<file path="src/hw/valu_pkg.sv">
package valu_pkg;

	// Byte lane geometry
	localparam int LANE_W = 8;
	localparam int NUM_LANES = 8;
	// Full operand width, two APB words
	localparam int VEC_W = LANE_W * NUM_LANES;

	// APB bus widths
	localparam int APB_AW = 8;
	localparam int APB_DW = 32;

	// Opcodes keep the original R-type numbering
	typedef enum logic [4:0] {
		VNOP  = 5'd0,
		VAND  = 5'd1,
		VOR   = 5'd2,
		VXOR  = 5'd3,
		VNOT  = 5'd4,
		VMOV  = 5'd5,
		VADD  = 5'd6,
		VSUB  = 5'd7,
		VRTTH = 5'd13
	} valu_op_e;

	// Element width select
	typedef enum logic [1:0] {
		W8  = 2'd0,
		W16 = 2'd1,
		W32 = 2'd2,
		W64 = 2'd3
	} elem_width_e;

	// One issued command, valid for a single cycle
	typedef struct packed {
		logic valid;
		valu_op_e op;
		elem_width_e width;
		logic [VEC_W-1:0] a;
		logic [VEC_W-1:0] b;
	} alu_cmd_t;

	// Register map
	localparam logic [APB_AW-1:0] REG_A_LO = 8'h00;
	localparam logic [APB_AW-1:0] REG_A_HI = 8'h04;
	localparam logic [APB_AW-1:0] REG_B_LO = 8'h08;
	localparam logic [APB_AW-1:0] REG_B_HI = 8'h0C;
	localparam logic [APB_AW-1:0] REG_CTRL = 8'h10;
	localparam logic [APB_AW-1:0] REG_RES_LO = 8'h14;
	localparam logic [APB_AW-1:0] REG_RES_HI = 8'h18;

	// CTRL field positions
	// Op in bits 4..0
	localparam int CTRL_OP_LSB = 0;
	// Width in bits 9..8
	localparam int CTRL_WIDTH_LSB = 8;

endpackage

</file>
<file path="src/hw/valu_apb_regs.sv">
`timescale 1ns/1ps

module valu_apb_regs (
	input  logic clk,
	input  logic reset,
	input  logic psel,
	input  logic penable,
	input  logic pwrite,
	input  logic [valu_pkg::APB_AW-1:0] paddr,
	input  logic [valu_pkg::APB_DW-1:0] pwdata,
	output logic [valu_pkg::APB_DW-1:0] prdata,
	output logic pready,
	output logic pslverr,
	input  logic [valu_pkg::VEC_W-1:0] result,
	output valu_pkg::alu_cmd_t cmd
);

	// Operand registers
	logic [valu_pkg::VEC_W-1:0] a_q;
	logic [valu_pkg::VEC_W-1:0] b_q;
	// Control fields
	valu_pkg::valu_op_e op_q;
	valu_pkg::elem_width_e width_q;
	// One-cycle issue strobe
	logic valid_q;

	// APB phase decode
	logic access;
	logic wr_en;
	logic rd_en;
	logic addr_hit;
	logic [valu_pkg::APB_DW-1:0] rd_data;

	assign access = psel & penable;
	assign wr_en = access & pwrite;
	assign rd_en = access & ~pwrite;

	// No wait states
	assign pready = 1'b1;

	// Address decode and readback mux
	always_comb begin
		addr_hit = 1'b1;
		rd_data = '0;
		case (paddr)
			valu_pkg::REG_A_LO: rd_data = a_q[31:0];
			valu_pkg::REG_A_HI: rd_data = a_q[63:32];
			valu_pkg::REG_B_LO: rd_data = b_q[31:0];
			valu_pkg::REG_B_HI: rd_data = b_q[63:32];
			valu_pkg::REG_CTRL: begin
				rd_data[valu_pkg::CTRL_OP_LSB +: 5] = op_q;
				rd_data[valu_pkg::CTRL_WIDTH_LSB +: 2] = width_q;
			end
			valu_pkg::REG_RES_LO: rd_data = result[31:0];
			valu_pkg::REG_RES_HI: rd_data = result[63:32];
			default: addr_hit = 1'b0;
		endcase
	end

	// Read data only in the access cycle
	assign prdata = rd_en ? rd_data : '0;
	// Unmapped address error, reads and writes alike
	assign pslverr = access & ~addr_hit;

	// Register writes
	// Result words are read only, writes dropped silently
	always_ff @(posedge clk) begin
		if (reset) begin
			a_q <= '0;
			b_q <= '0;
			op_q <= valu_pkg::VNOP;
			width_q <= valu_pkg::W8;
			valid_q <= 1'b0;
		end else begin
			// Strobe lasts one cycle
			valid_q <= 1'b0;
			if (wr_en) begin
				case (paddr)
					valu_pkg::REG_A_LO: a_q[31:0] <= pwdata;
					valu_pkg::REG_A_HI: a_q[63:32] <= pwdata;
					valu_pkg::REG_B_LO: b_q[31:0] <= pwdata;
					valu_pkg::REG_B_HI: b_q[63:32] <= pwdata;
					valu_pkg::REG_CTRL: begin
						op_q <= valu_pkg::valu_op_e'(pwdata[valu_pkg::CTRL_OP_LSB +: 5]);
						width_q <= valu_pkg::elem_width_e'(pwdata[valu_pkg::CTRL_WIDTH_LSB +: 2]);
						// Issue on every CTRL write
						valid_q <= 1'b1;
					end
					default: begin
					end
				endcase
			end
		end
	end

	// Command out of registers, stable while valid
	assign cmd = '{
		valid: valid_q,
		op: op_q,
		width: width_q,
		a: a_q,
		b: b_q
	};

	// Master protocol check
	a_penable_needs_psel: assert property (
		@(posedge clk) disable iff (reset) penable |-> psel
	);

	// Setup phase between transfers keeps issues apart
	a_valid_single: assert property (
		@(posedge clk) disable iff (reset) cmd.valid |=> !cmd.valid
	);

endmodule

</file>
<file path="src/hw/valu_lane.sv">
`timescale 1ns/1ps

module valu_lane #(
	parameter int LANE_IDX = 0
) (
	input  valu_pkg::alu_cmd_t cmd,
	input  logic carry_in,
	output logic carry_out,
	output logic [valu_pkg::LANE_W-1:0] lane_res
);

	// This lane's operand bytes
	logic [valu_pkg::LANE_W-1:0] a_byte;
	logic [valu_pkg::LANE_W-1:0] b_byte;
	// Adder operand inverted for subtract
	logic [valu_pkg::LANE_W-1:0] b_add;
	logic is_sub;
	// Lowest byte of an element
	logic elem_start;
	logic cin;
	// Extra bit holds the carry
	logic [valu_pkg::LANE_W:0] sum;

	assign a_byte = cmd.a[LANE_IDX*valu_pkg::LANE_W +: valu_pkg::LANE_W];
	assign b_byte = cmd.b[LANE_IDX*valu_pkg::LANE_W +: valu_pkg::LANE_W];

	// Element boundary from lane position and width
	always_comb begin
		case (cmd.width)
			valu_pkg::W8: elem_start = 1'b1;
			valu_pkg::W16: elem_start = (LANE_IDX % 2) == 0;
			valu_pkg::W32: elem_start = (LANE_IDX % 4) == 0;
			default: elem_start = LANE_IDX == 0;
		endcase
	end

	assign is_sub = cmd.op == valu_pkg::VSUB;
	// a - b as a + ~b + 1
	assign b_add = is_sub ? ~b_byte : b_byte;
	// Chain cut at element start
	assign cin = elem_start ? is_sub : carry_in;
	assign sum = {1'b0, a_byte} + {1'b0, b_add} + {{valu_pkg::LANE_W{1'b0}}, cin};
	assign carry_out = sum[valu_pkg::LANE_W];

	// Per-lane op select
	// Half-swap is built in the result stage
	always_comb begin
		case (cmd.op)
			valu_pkg::VAND: lane_res = a_byte & b_byte;
			valu_pkg::VOR: lane_res = a_byte | b_byte;
			valu_pkg::VXOR: lane_res = a_byte ^ b_byte;
			valu_pkg::VNOT: lane_res = ~a_byte;
			valu_pkg::VMOV: lane_res = a_byte;
			valu_pkg::VADD, valu_pkg::VSUB: lane_res = sum[valu_pkg::LANE_W-1:0];
			default: lane_res = '0;
		endcase
	end

endmodule

</file>
<file path="src/hw/valu_result.sv">
`timescale 1ns/1ps

module valu_result (
	input  logic clk,
	input  logic reset,
	input  valu_pkg::alu_cmd_t cmd,
	input  logic [valu_pkg::NUM_LANES-1:0][valu_pkg::LANE_W-1:0] lane_res,
	output logic [valu_pkg::VEC_W-1:0] result
);

	// Half-swap of each element of a
	logic [valu_pkg::VEC_W-1:0] swap;
	// Value loaded on valid
	logic [valu_pkg::VEC_W-1:0] next_res;

	always_comb begin
		swap = '0;
		case (cmd.width)
			valu_pkg::W8: begin
				// Nibbles
				for (int i = 0; i < 8; i++) begin
					swap[i*8 +: 8] = {cmd.a[i*8 +: 4], cmd.a[i*8+4 +: 4]};
				end
			end
			valu_pkg::W16: begin
				// Bytes
				for (int i = 0; i < 4; i++) begin
					swap[i*16 +: 16] = {cmd.a[i*16 +: 8], cmd.a[i*16+8 +: 8]};
				end
			end
			valu_pkg::W32: begin
				// 16-bit halves
				for (int i = 0; i < 2; i++) begin
					swap[i*32 +: 32] = {cmd.a[i*32 +: 16], cmd.a[i*32+16 +: 16]};
				end
			end
			default: begin
				// Words
				swap = {cmd.a[31:0], cmd.a[63:32]};
			end
		endcase
	end

	// Lanes in order, lane 0 at the low byte
	always_comb begin
		case (cmd.op)
			valu_pkg::VNOP,
			valu_pkg::VAND,
			valu_pkg::VOR,
			valu_pkg::VXOR,
			valu_pkg::VNOT,
			valu_pkg::VMOV,
			valu_pkg::VADD,
			valu_pkg::VSUB: next_res = lane_res;
			valu_pkg::VRTTH: next_res = swap;
			// Dropped opcodes read back zero
			default: next_res = '0;
		endcase
	end

	// Holds until the next issue
	always_ff @(posedge clk) begin
		if (reset) begin
			result <= '0;
		end else if (cmd.valid) begin
			result <= next_res;
		end
	end

	// Only an issued command moves the result
	a_result_after_valid: assert property (
		@(posedge clk) disable iff (reset) $changed(result) |-> $past(cmd.valid)
	);

endmodule

</file>
<file path="src/hw/valu_top.sv">
`timescale 1ns/1ps

module valu_top (
	input  logic clk,
	input  logic reset,
	input  logic psel,
	input  logic penable,
	input  logic pwrite,
	input  logic [valu_pkg::APB_AW-1:0] paddr,
	input  logic [valu_pkg::APB_DW-1:0] pwdata,
	output logic [valu_pkg::APB_DW-1:0] prdata,
	output logic pready,
	output logic pslverr
);

	// Issued command to lanes and result stage
	valu_pkg::alu_cmd_t cmd;
	// Carry chain, entry k feeds lane k
	logic [valu_pkg::NUM_LANES:0] carry;
	// Raw lane outputs
	logic [valu_pkg::NUM_LANES-1:0][valu_pkg::LANE_W-1:0] lane_res;
	// Registered vector result
	logic [valu_pkg::VEC_W-1:0] result;

	// Register file and command issue
	valu_apb_regs valu_apb_regs_i (
		.clk(clk),
		.reset(reset),
		.psel(psel),
		.penable(penable),
		.pwrite(pwrite),
		.paddr(paddr),
		.pwdata(pwdata),
		.prdata(prdata),
		.pready(pready),
		.pslverr(pslverr),
		.result(result),
		.cmd(cmd)
	);

	// Lowest lane starts the chain empty
	assign carry[0] = 1'b0;

	// Byte lanes
	for (genvar i = 0; i < valu_pkg::NUM_LANES; i++) begin : g_lane
		valu_lane #(
			.LANE_IDX(i)
		) valu_lane_i (
			.cmd(cmd),
			.carry_in(carry[i]),
			.carry_out(carry[i+1]),
			.lane_res(lane_res[i])
		);
	end

	// Merge, half-swap and result register
	valu_result valu_result_i (
		.clk(clk),
		.reset(reset),
		.cmd(cmd),
		.lane_res(lane_res),
		.result(result)
	);

endmodule

</file>
<file path="config.mk">
export PLATFORM = sky130hd
export DESIGN_NAME = valu_top
export DESIGN_NICKNAME = d
export VERILOG_FILES = /design/src/hw/valu_pkg.sv /design/src/hw/valu_apb_regs.sv /design/src/hw/valu_lane.sv /design/src/hw/valu_result.sv /design/src/hw/valu_top.sv
export SDC_FILE = /design/constraint.sdc
export NUM_CORES = 1
export LEC_CHECK = 0
export BUFFER_PORTS_ARGS = -buffer_cell sky130_fd_sc_hd__buf_2
export CAP_MARGIN = 10
export CORE_MARGIN = 8
export CORE_UTILIZATION = 50
export CTS_CLUSTER_DIAMETER = 30
export CTS_CLUSTER_SIZE = 20
export DETAILED_ROUTE_END_ITERATION = 12
export PLACE_DENSITY_LB_ADDON = 0.25
export SLEW_MARGIN = 20
export SYNTH_ARGS = -nofsm -noshare
export SYNTH_HDL_FRONTEND = slang
export SYNTH_SLANG_ARGS = --single-unit
</file>
<file path="constraint.sdc">
create_clock -name clk -period 16.6 [get_ports clk]
set_input_delay 1.66 -clock clk [delete_from_list [all_inputs] [get_ports clk]]
set_output_delay 1.66 -clock clk [all_outputs]
set_load 0.01 [all_outputs]
</file>
==> metrics.yaml, run 1 <==
crit_arrival_ns: 16.24
crit_slowest_cell: "or3b_2"
ys_seq_elements: 200
syn_area_per_cell_um2: 7.98
ys_seq_area_share_pct: 22.4
yosys_warnings: 0
placedCellCount: 2653
clk_latency_ns: 0.47
cts_tree: "yes"
power.total_uw: 991
r2r-end: "valu_result_i.result[60]$_SDFFE_PP0P_"
grt_max_degree: 83
n_antenna_cell: 0
ant_nets: 0
place_area_mm2: 0.0186
synth_nets: 2481
fin_area_mm2: 0.0193
clock_skew_ns: 0.0195
overflow: 0
rsz0062_at_grt: "false"
fin_crit_ns: 15.87
final_common_cell: "nand2_1"
crit_top_cell: "fa_1"
cp-endpoint: "valu_result_i.result[60]$_SDFFE_PP0P_"
netlist_area_mm2: 0.0179
p_leak_nw: 7.41
worstPathRequired_ns: 16.98
syn2layout_area_growth_pct: 7.95
dr.pass1.iters: 5
slowest_delay_ns: 0.52
setup_ws_ns: 0.734
hold_path_class: "register to register"
min_period_over_period_pct: 95.6
via_count: 18154
io_buffers: 77
layout-drive-gt1-share_pct: 12.7
wl_per_cell_um: 26.5
r2r_start: "valu_apb_regs_i.op_q[3]$_SDFFE_PP0P_"
clkSlewWorstSetupHoldPaths_ns: 0.09
critPathLaunch: "valu_apb_regs_i.op_q[3]$_SDFFE_PP0P_"
ios: 79
critPathKind: "register to register"
ir_drop_v: 0.0000785
ys_types: 72
finalNetCount: 2456
die_x_um: 205
routed_wirelength_um: 71200
status: "completed"
synthArstFlopShare_pct: 0
cts_made_buffers: 17
ff2ff_setup_slack_ns: 0.73
pre_cts_ws_ns: -0.0413
core_area_mm2: 0.0354
reg2reg_depth: 58
hold_slack_ns: 0.491
grt_pass1_wl_um: 107000
clockRootBuffer: "clkbuf_16"
grt_pass1_vias: 17355
viasPerCell: 6.76
synth_edf_count: 0
setup_tns_ns: 0
ctsLongestPathBuffers: 2
antenna_found_initial: 2
cts_hold_buf: 0
hpwl_um: 47800
layout_common_cells: "nand2_1, a21oi_1, dfxtp_1"
initial_core_util_pct: 50.5
row_count: 69
p_per_area_mw_per_mm2: 51.4
setup_viol: 0
syn_inst: 2238
die_h_um: 205
die_area_mm2: 0.0420
hold_viol: 0
fin_util_pct: 54.5
min_path_cells: 2
htreeDepth: 4
gp_congestion: 0.998
worst_pin_slew_ns: 1.11
grt_use_total_pct: 33.3
drv_slew: 0
slew_headroom_pct: 25.7
fin_cells: 2687
maxCapViolations: 0
end_kind: "register"
clock_sinks: 200
drc: 0
cp_max_fo: 3
start_kind: "register"
drtIter0Drc: 2166
fmax_ghz: 0.0630
ys.flop_type: "dfxtp_1"
-- worst min-delay path by stage --
stage	startpoint	endpoint
2_1_floorplan	valu_apb_regs_i.b_q[34]$_SDFFE_PP0P_	valu_apb_regs_i.b_q[34]$_SDFFE_PP0P_
3_3_place_gp	valu_result_i.result[33]$_SDFFE_PP0P_	valu_result_i.result[33]$_SDFFE_PP0P_
3_5_place_dp	valu_result_i.result[40]$_SDFFE_PP0P_	valu_result_i.result[40]$_SDFFE_PP0P_
4_1_cts	valu_result_i.result[40]$_SDFFE_PP0P_	valu_result_i.result[40]$_SDFFE_PP0P_
5_1_grt	valu_result_i.result[40]$_SDFFE_PP0P_	valu_result_i.result[40]$_SDFFE_PP0P_
6_report	valu_result_i.result[36]$_SDFFE_PP0P_	valu_result_i.result[36]$_SDFFE_PP0P_
-- what timing repair did --
item                       in CTS  in global routing
pin swaps                       0                  3
setup endpoints to repair       2                  7
resized for setup               2                 17
buffers inserted                0                  2
cloned                          0                  0
-- synthesized netlist by cell type, types with 15 or more instances --
cell	count	area (µm²)
nand2_1	367	1380
a21oi_1	215	1080
dfxtp_1	200	4000
ha_1	183	2290
nor2_1	153	574
inv_1	137	514
clkbuf_1	135	507
o21ai_0	105	526
a221oi_1	74	648
xnor2_1	71	622
mux4_2	67	1510
a311oi_1	51	447
a22oi_1	49	368
buf_2	41	205
a22o_1	33	289
mux2i_1	30	300
a21o_1	26	195
xor2_1	26	228
nand3_1	24	120
a211oi_1	20	150
or3_1	20	125
fa_1	15	300
-- layout make-up --
cell class                 count  area (µm²)
inverter                     137         514
clock inverter                11         159
fill                        3354       16100
sequential                   200        4020
tap                          461         577
multi-input combinational   1713       12700
timing repair buffer         144         895
clock buffer                  21         460
-- critical path, delay by kind of cell (launching register included) --
family                   cells  cell delay, ns
AO/OA/AOI/OAI               30            6.76
adder cells (fa/ha/maj)     15            6.26
AND/OR/NAND/NOR             11            2.17
flip-flops                   1            0.32
buffers and inverters        1            0.15
XOR/XNOR                     1            0.11
-- state kept, by name, indices dropped and copies added, names as in the netlist --
register,flops
valu_apb_regs_i.b_q,64
valu_result_i.result,64
valu_apb_regs_i.valid_q,1
valu_apb_regs_i.op_q,5
valu_apb_regs_i.a_q,64
valu_apb_regs_i.width_q,2
-- metal layers --
| layer | global-route usage (%) | part of all wire [%] | vias to the layer above |
|---|---|---|---|
| met5 | 0 | 0.032 | - |
| met4 | 16.6 | 5.4 | 4 |
| met3 | 9.42 | 12 | 266 |
| met2 | 51.6 | 44 | 1210 |
| met1 | 42.0 | 39 | 8699 |
| li1 | - | - | 7975 |
-- cell families (layout without fill, tap and decap cells) --
family | count (synthesis) | count (layout) | synth area share, %
mux | 97 | 97 | 10.1
other cells | 1 | 1 | 0.0210
flops | 200 | 200 | 22.4
buf+inv | 325 | 313 | 7.28
simple gates | 654 | 654 | 15.7
compound gates | 666 | 666 | 25.2
fa+ha+maj | 198 | 198 | 14.5
xor+xnor | 97 | 97 | 4.76
-- power breakdown --
part / switching [mW] / internal (mW) / leakage (nW)
clock network: 0.218 / 0.249 / 0.300
registers: 0.000310 / 0.479 / 1.61
logic: 0.0351 / 0.00972 / 5.50
(Power assumes the default switching activity.)
==> inputs of run 2 (changes only) <==
--- a/config.mk
+++ b/config.mk
@@ -16,4 +16,5 @@
 export SLEW_MARGIN = 20
 export SYNTH_ARGS = -nofsm -noshare
 export SYNTH_HDL_FRONTEND = slang
+export SYNTH_HIERARCHICAL = 1
 export SYNTH_SLANG_ARGS = --single-unit
==> run 2 against run 1 <==
  * Worst hold slack got worse by 0.0055 ns
  * Clock power fell by 4.7%
  * Maximum frequency is 0.58% higher
  * Power down 1.7%
  * Critical endpoint is now valu_result_i/result[62]$_SDFFE_PP0P_
  * Non-clock buffer count shrank 25
  * Sequential cell count is the same
==> metrics.yaml, run 2 <==
drv_slew: 0  # unchanged
clkSlewWorstSetupHoldPaths_ns: 0.09  # about the same
p_switching_uw: 272  # +7.3%
critPathKind: "register to register"
slew_headroom_pct: 16.6  # -9.2 points
die_h_um: 215  # +5.1%
ctsLongestPathBuffers: 2  # unchanged
ant_nets: 0  # unchanged
core_area_mm2: 0.0395  # +11%
die_area_mm2: 0.0464  # +10%
ff2ff_setup_slack_ns: 0.83  # +0.09 ns
clk_latency_ns: 0.49  # +0.02 ns
netlist_area_mm2: 0.0199  # +11%
hold_viol: 0  # unchanged
layout_common_cells: "nand2_1, a21oi_1, dfxtp_1"
clock_skew_ns: 0.0243  # +0.00477 ns
grt_pass1_vias: 18490  # +6.5%
cts_made_buffers: 17  # unchanged
dr.pass1.iters: 6  # +1
drtIter0Drc: 2807  # +30%
drc: 0  # unchanged
setup_tns_ns: 0  # unchanged
finalNetCount: 2573  # +4.8%
final_common_cell: "nand2_1"
fillerInstances: 3780  # +13%
antenna_found_initial: 1  # -1
holdPathEnd: "valu_result_i/result[50]$_SDFFE_PP0P_"
routed_wirelength_um: 79700  # +12%
p_leak_nw: 7.51  # +1.3%
p_clk_share_pct: 45.6  # -1.5 points
synth_nets: 2605  # +5.0%
grt_pass1_wl_um: 118000  # +10%
row_count: 73  # +5.8%
p_per_area_mw_per_mm2: 46.9  # -8.8%
die_x_um: 215  # +5.1%
crit_buf_inv: 0  # -1
seqPwrFrac_pct: 49.1  # +0.8 points
grt_max_degree: 111  # +34%
top_regs: "valu_apb_regs_i/a_q: 64 flops, valu_apb_regs_i/b_q: 64 flops, valu_result_i/result: 64 flops"
multiInputGateArea_mm2: 0.0143  # +13%
clockRootBuffer: "clkbuf_16"
n_antenna_cell: 0  # unchanged
cts_tree: "yes"
syn_area_per_cell_um2: 8.42  # +5.5%
hpwl_um: 53700  # +12%
clock_sinks: 200  # unchanged
slowest_delay_ns: 0.47  # -0.05 ns
initial_core_util_pct: 50.4  # -0.077 points
cp_max_fo: 5  # +2
maxCapViolations: 0  # unchanged
hold_slack_ns: 0.486  # -0.00553 ns
fmax_ghz: 0.0634  # +0.58%
reg2reg_depth: 66  # +14%
worstPathRequired_ns: 17.00  # +0.02 ns
layout-drive-gt1-share_pct: 12.9  # +0.27 points
end_kind: "register"
gp_congestion: 0.965  # -3.3%
start_kind: "register"
fin_crit_ns: 15.77  # -0.0912 ns
worst_pin_slew_ns: 1.25  # +0.139 ns
setup_viol: 0  # unchanged
crit_top_cell: "fa_1"
via_count: 19724  # +8.6%
cts_hold_buf: 0  # unchanged
yosys_warnings: 6  # +6
hold_path_class: "register to register"
grt_use_total_pct: 32.9  # -0.41 points
overflow: 0  # unchanged
rsz0062_at_grt: "false"
crit_slowest_cell: "fa_1"
crit_family: "compound AO/OA/AOI/OAI gates"
status: "completed"
htreeDepth: 4  # unchanged
crit_arrival_ns: 16.18  # -0.06 ns
fin_util_pct: 52.7  # -1.8 points
min_path_cells: 2  # unchanged
r2r_start: "valu_apb_regs_i/op_q[0]$_SDFFE_PP0P_"
ios: 79  # unchanged
switching_share_pct: 27.9  # +2.3 points
syn_inst: 2361  # +5.5%
wl_per_cell_um: 27.8  # +4.9%
hp-start: "valu_result_i/result[50]$_SDFFE_PP0P_"
seq_area_mm2: 0.00403  # +0.28%
power.total_uw: 975  # -1.7%
ir_drop_v: 0.0000730  # -7.0%
intPower_uw: 703  # -4.7%
r2r-end: "valu_result_i/result[62]$_SDFFE_PP0P_"
min_period_over_period_pct: 95.0  # -0.55 points
syn2layout_area_growth_pct: 4.64
io_buffers: 77  # unchanged
viasPerCell: 6.88  # +1.8%
comb_power_share_pct: 5.3  # +0.8 points
## run 2: cell count changes in the layout (fill, tap and decap cells not counted), sizes merged, moves of 34 or more
cell / previous run / this run
a221oi: 74 / 28
a211oi: 20 / 74
o21ai: 107 / 73
a32oi: 0 / 66
a311oi: 51 / 1
nand2: 367 / 325
## run 2: worst min-delay path, stage by stage (launching register included)
cell and delay [ns]:
dfxtp_1 0.31, nor2_1 0.08, a211oi_1 0.05
## run 2: what timing repair did
action	CTS	global route
endpoints found under the hold margin	0	0
setup endpoints to repair	0	4
setup buffers	0	0
resized for setup	0	7
## run 2: cell type report
cell class / count / share of cell area [%]
clock buffers: 17 / 2.04
clock inverters: 15 / 0.770
inverters: 144 / 2.60
multi-input cells: 1847 / 68.7
flip-flops and latches: 200 / 19.4
well taps: 525 / 3.16
repair buffers: 119 / 3.40
## run 2: how the worst max path moves through the flow
stage	start	to	slack, ns	cells after the start
3_3_place_gp	valu_apb_regs_i/op_q[0]$_SDFFE_PP0P_	valu_result_i/result[62]$_SDFFE_PP0P_	0.83	66
6_report	valu_apb_regs_i/op_q[0]$_SDFFE_PP0P_	valu_result_i/result[62]$_SDFFE_PP0P_	0.83	66
3_5_place_dp	valu_apb_regs_i/op_q[0]$_SDFFE_PP0P_	valu_result_i/result[62]$_SDFFE_PP0P_	0.70	66
4_1_cts	valu_apb_regs_i/op_q[0]$_SDFFE_PP0P_	valu_result_i/result[62]$_SDFFE_PP0P_	0.64	66
5_1_grt	valu_apb_regs_i/op_q[0]$_SDFFE_PP0P_	valu_result_i/result[62]$_SDFFE_PP0P_	0.02	66
2_1_floorplan	valu_apb_regs_i/op_q[2]$_SDFFE_PP0P_	valu_result_i/result[62]$_SDFFE_PP0P_	1.55	65
## run 2: power groups by stage
stage / sequential, mW / clock (mW) / combinational [mW]
floorplan: 0.491 / 0 / 0.0249
global placement: 0.490 / 0 / 0.0480
detailed placement: 0.490 / 0 / 0.0481
CTS: 0.479 / 0.450 / 0.0482
global route: 0.479 / 0.465 / 0.0520
finish: 0.479 / 0.445 / 0.0513
## run 2: per-layer routing
metal,global-route usage [%],part of all wire [%],vias to the layer above
met2,49.5,43,1297
met5,0,0.014,-
met4,18.9,6.6,2
li1,-,-,8579
met1,40.7,38,9504
met3,11.0,12,342
## run 2: stage by stage
| step | cells | cell area [µm²] | worst slack [ns] |
|---|---|---|---|
| 2_1_floorplan | 2361 | 19900 | 1.55 |
| 3_3_place_gp | 2835 | 20200 | 0.834 |
| 3_5_place_dp | 2835 | 20200 | 0.699 |
| 4_1_cts | 2867 | 20800 | 0.639 |
| 5_1_grt | 2867 | 20800 | 0.0173 |
| 6_report | 2867 | 20800 | 0.825 |
==> inputs of run 3 (changes only) <==
--- a/config.mk
+++ b/config.mk
@@ -5,6 +5,7 @@
 export SDC_FILE = /design/constraint.sdc
 export NUM_CORES = 1
 export LEC_CHECK = 0
+export ABC_AREA = 1
 export BUFFER_PORTS_ARGS = -buffer_cell sky130_fd_sc_hd__buf_2
 export CAP_MARGIN = 10
 export CORE_MARGIN = 8
==> run 3 against run 2 <==
  * Sequential cell count is the same
  * Cell area increased by 3.3%
  * Non-clock buffer count fell by 5
  * Via count grew 19%
  * Maximum frequency up 15%
  * Power fell by 1.5%
  * Largest power group unchanged
==> metrics.yaml, run 3 <==
status: "completed"
die_x_um: 218  # +1.0%
cts_tree: "yes"
die_h_um: 218  # +1.0%
cp_max_fo: 18  # +13
dr.pass1.iters: 6  # unchanged
fmax_ghz: 0.0728  # +15%
crit_slowest_cell: "dfxtp_2"
top_regs: "valu_apb_regs_i/a_q: 64 flops, valu_apb_regs_i/b_q: 64 flops, valu_result_i/result: 64 flops"
p_leak_nw: 9.98  # +33%
final_common_cell: "nand2_1"
grt_pass1_vias: 21569  # +17%
yosys_warnings: 6  # unchanged
slowest_delay_ns: 0.71  # +0.24 ns
syn_inst: 3379  # +43%
syn2layout_area_growth_pct: 5.65
clock_skew_ns: 0.0150  # -0.00924 ns
wl_met2_um: 37200  # +8.6%
placedCellCount: 3881  # +37%
routed_wirelength_um: 86100  # +8.1%
crit_arrival_ns: 14.12  # -2.06 ns
seq_area_mm2: 0.00401  # -0.37%
wl_met3_um: 9920  # +1.6%
synth_nets: 3623  # +39%
fillerInstances: 4253  # +13%
critPathKind: "register to register"
fin_crit_ns: 13.73  # -2.05 ns
hold_path_class: "register to register"
cts_setup_buffers: 0  # unchanged
crit_family: "adder cells"
finalNetCount: 3612  # +40%
drtIter0Drc: 3075  # +9.5%
ctsResizeCount: 0  # unchanged
htreeDepth: 4  # unchanged
syn_area_per_cell_um2: 6.02  # -29%
layout-drive-gt1-share_pct: 7.60  # -5.3 points
antenna_found_initial: 1  # unchanged
crit_top_cell: "nand2_1"
row_count: 74  # +1.4%
n_antenna_cell: 0  # unchanged
cts_hold_buf: 0  # unchanged
gp_congestion: 0.989  # +2.5%
cts_made_buffers: 17  # unchanged
hpwl_um: 59000  # +9.9%
overflow: 0  # unchanged
drc: 0  # unchanged
wl_met1_um: 34800  # +14%
worstPathRequired_ns: 16.99  # about the same
grt_use_total_pct: 35.4  # +2.5 points
fin_cells: 3912  # +36%
viasPerCell: 5.98  # -13%
maxCapViolations: 0  # unchanged
grt_pass1_wl_um: 129000  # +9.7%
wl_per_cell_um: 22.0  # -21%
clk_latency_ns: 0.51  # +0.02 ns
clock_sinks: 200  # unchanged
p_per_area_mw_per_mm2: 44.7  # -4.6%
clockRootBuffer: "clkbuf_16"
routed.top_layer: "met5"
start_kind: "register"
die_area_mm2: 0.0474  # +2.1%
worst_pin_slew_ns: 1.04  # -0.207 ns
netlist_area_mm2: 0.0203  # +2.3%
ant_nets: 0  # unchanged
setup_tns_ns: 0  # unchanged
drv_slew: 0  # unchanged
core_area_mm2: 0.0405  # +2.5%
via_count: 23390  # +19%
setup_viol: 0  # unchanged
min_period_over_period_pct: 82.7  # -12 points
ir_drop_v: 0.0000666  # -8.7%
io_buffers: 77  # unchanged
ios: 79  # unchanged
layout_common_cells: "nand2_1, nand3_1, a21oi_1"
crit_buf_inv: 1  # +1
end_kind: "register"
clkSlewWorstSetupHoldPaths_ns: 0.08  # about the same
hold_viol: 0  # unchanged
slew_headroom_pct: 30.5  # +14 points
ctsLongestPathBuffers: 2  # unchanged
multiInputGateArea_mm2: 0.0143  # -0.27%
grt_max_degree: 73  # -34%
rsz0062_at_grt: "false"
initial_core_util_pct: 50.3  # -0.14 points
-- run 3: cell types whose count changed in the layout (fill, tap and decap cells not counted), sizes merged, moves of 65 or more --
cell    delta
nor2     +191
a21oi    +132
inv      +204
xnor2    -104
a32oi     -66
mux4      -65
nand2    +673
o21ai    +152
nand3    +345
a211oi    -70
-- run 3: per-layer routing --
layer	global-route usage, %	vias to the layer above
met5	0	-
met3	8.56	253
li1	-	10965
met4	17.0	2
met2	53.9	1389
met1	46.4	10781
-- run 3: cell type report --
class	count	area share (%)
multi-input combinational	2684	66.3
sequential	200	18.7
inverter	351	6.14
timing repair buffer	114	3.10
tap	532	3.10
clock buffer	20	2.08
clock inverter	11	0.577
-- run 3: through the flow --
step	setup WS, ns	util, %	area (µm²)	power (mW)	hold WS [ns]
floorplan	3.96	-	20300	0.506	0.469
global placement	3.20	51.7	20900	0.526	0.485
detailed placement	3.03	51.7	20900	0.526	0.491
CTS	2.98	53.1	21500	0.963	0.505
global route	1.95	53.1	21500	0.984	0.521
finish	2.87	53.1	21500	0.960	0.505
-- run 3: worst register-to-register path, delay by kind of cell (launching register included) --
kind                       cells  cell delay, ns
AOI/OAI and AO/OA             17            1.77
xor gates and xnor gates       1            0.22
adders and majority gates     15            6.49
buffers and inverters          1            0.11
DFF                            1            0.71
and+or+nand+nor               42            4.29
-- run 3: worst paths after layout --
path / cells past startpoint / slack, ns / to / start
setup / recovery: 76 / 2.87 / valu_result_i/result[58]$_SDFFE_PP0P_ / valu_apb_regs_i/op_q[0]$_SDFFE_PP0P_
hold / removal: 2 / 0.50 / valu_apb_regs_i/b_q[11]$_SDFFE_PP0P_ / valu_apb_regs_i/b_q[11]$_SDFFE_PP0P_
setup reg to reg: 76 / 2.87 / valu_result_i/result[58]$_SDFFE_PP0P_ / valu_apb_regs_i/op_q[0]$_SDFFE_PP0P_
hold reg to reg: 2 / 0.50 / valu_apb_regs_i/b_q[11]$_SDFFE_PP0P_ / valu_apb_regs_i/b_q[11]$_SDFFE_PP0P_
-- run 3: power by group --
part / switching, mW / leakage (nW) / internal, mW
registers: 0.000358 / 1.61 / 0.479
logic: 0.0294 / 8.08 / 0.00698
clock network: 0.219 / 0.285 / 0.226
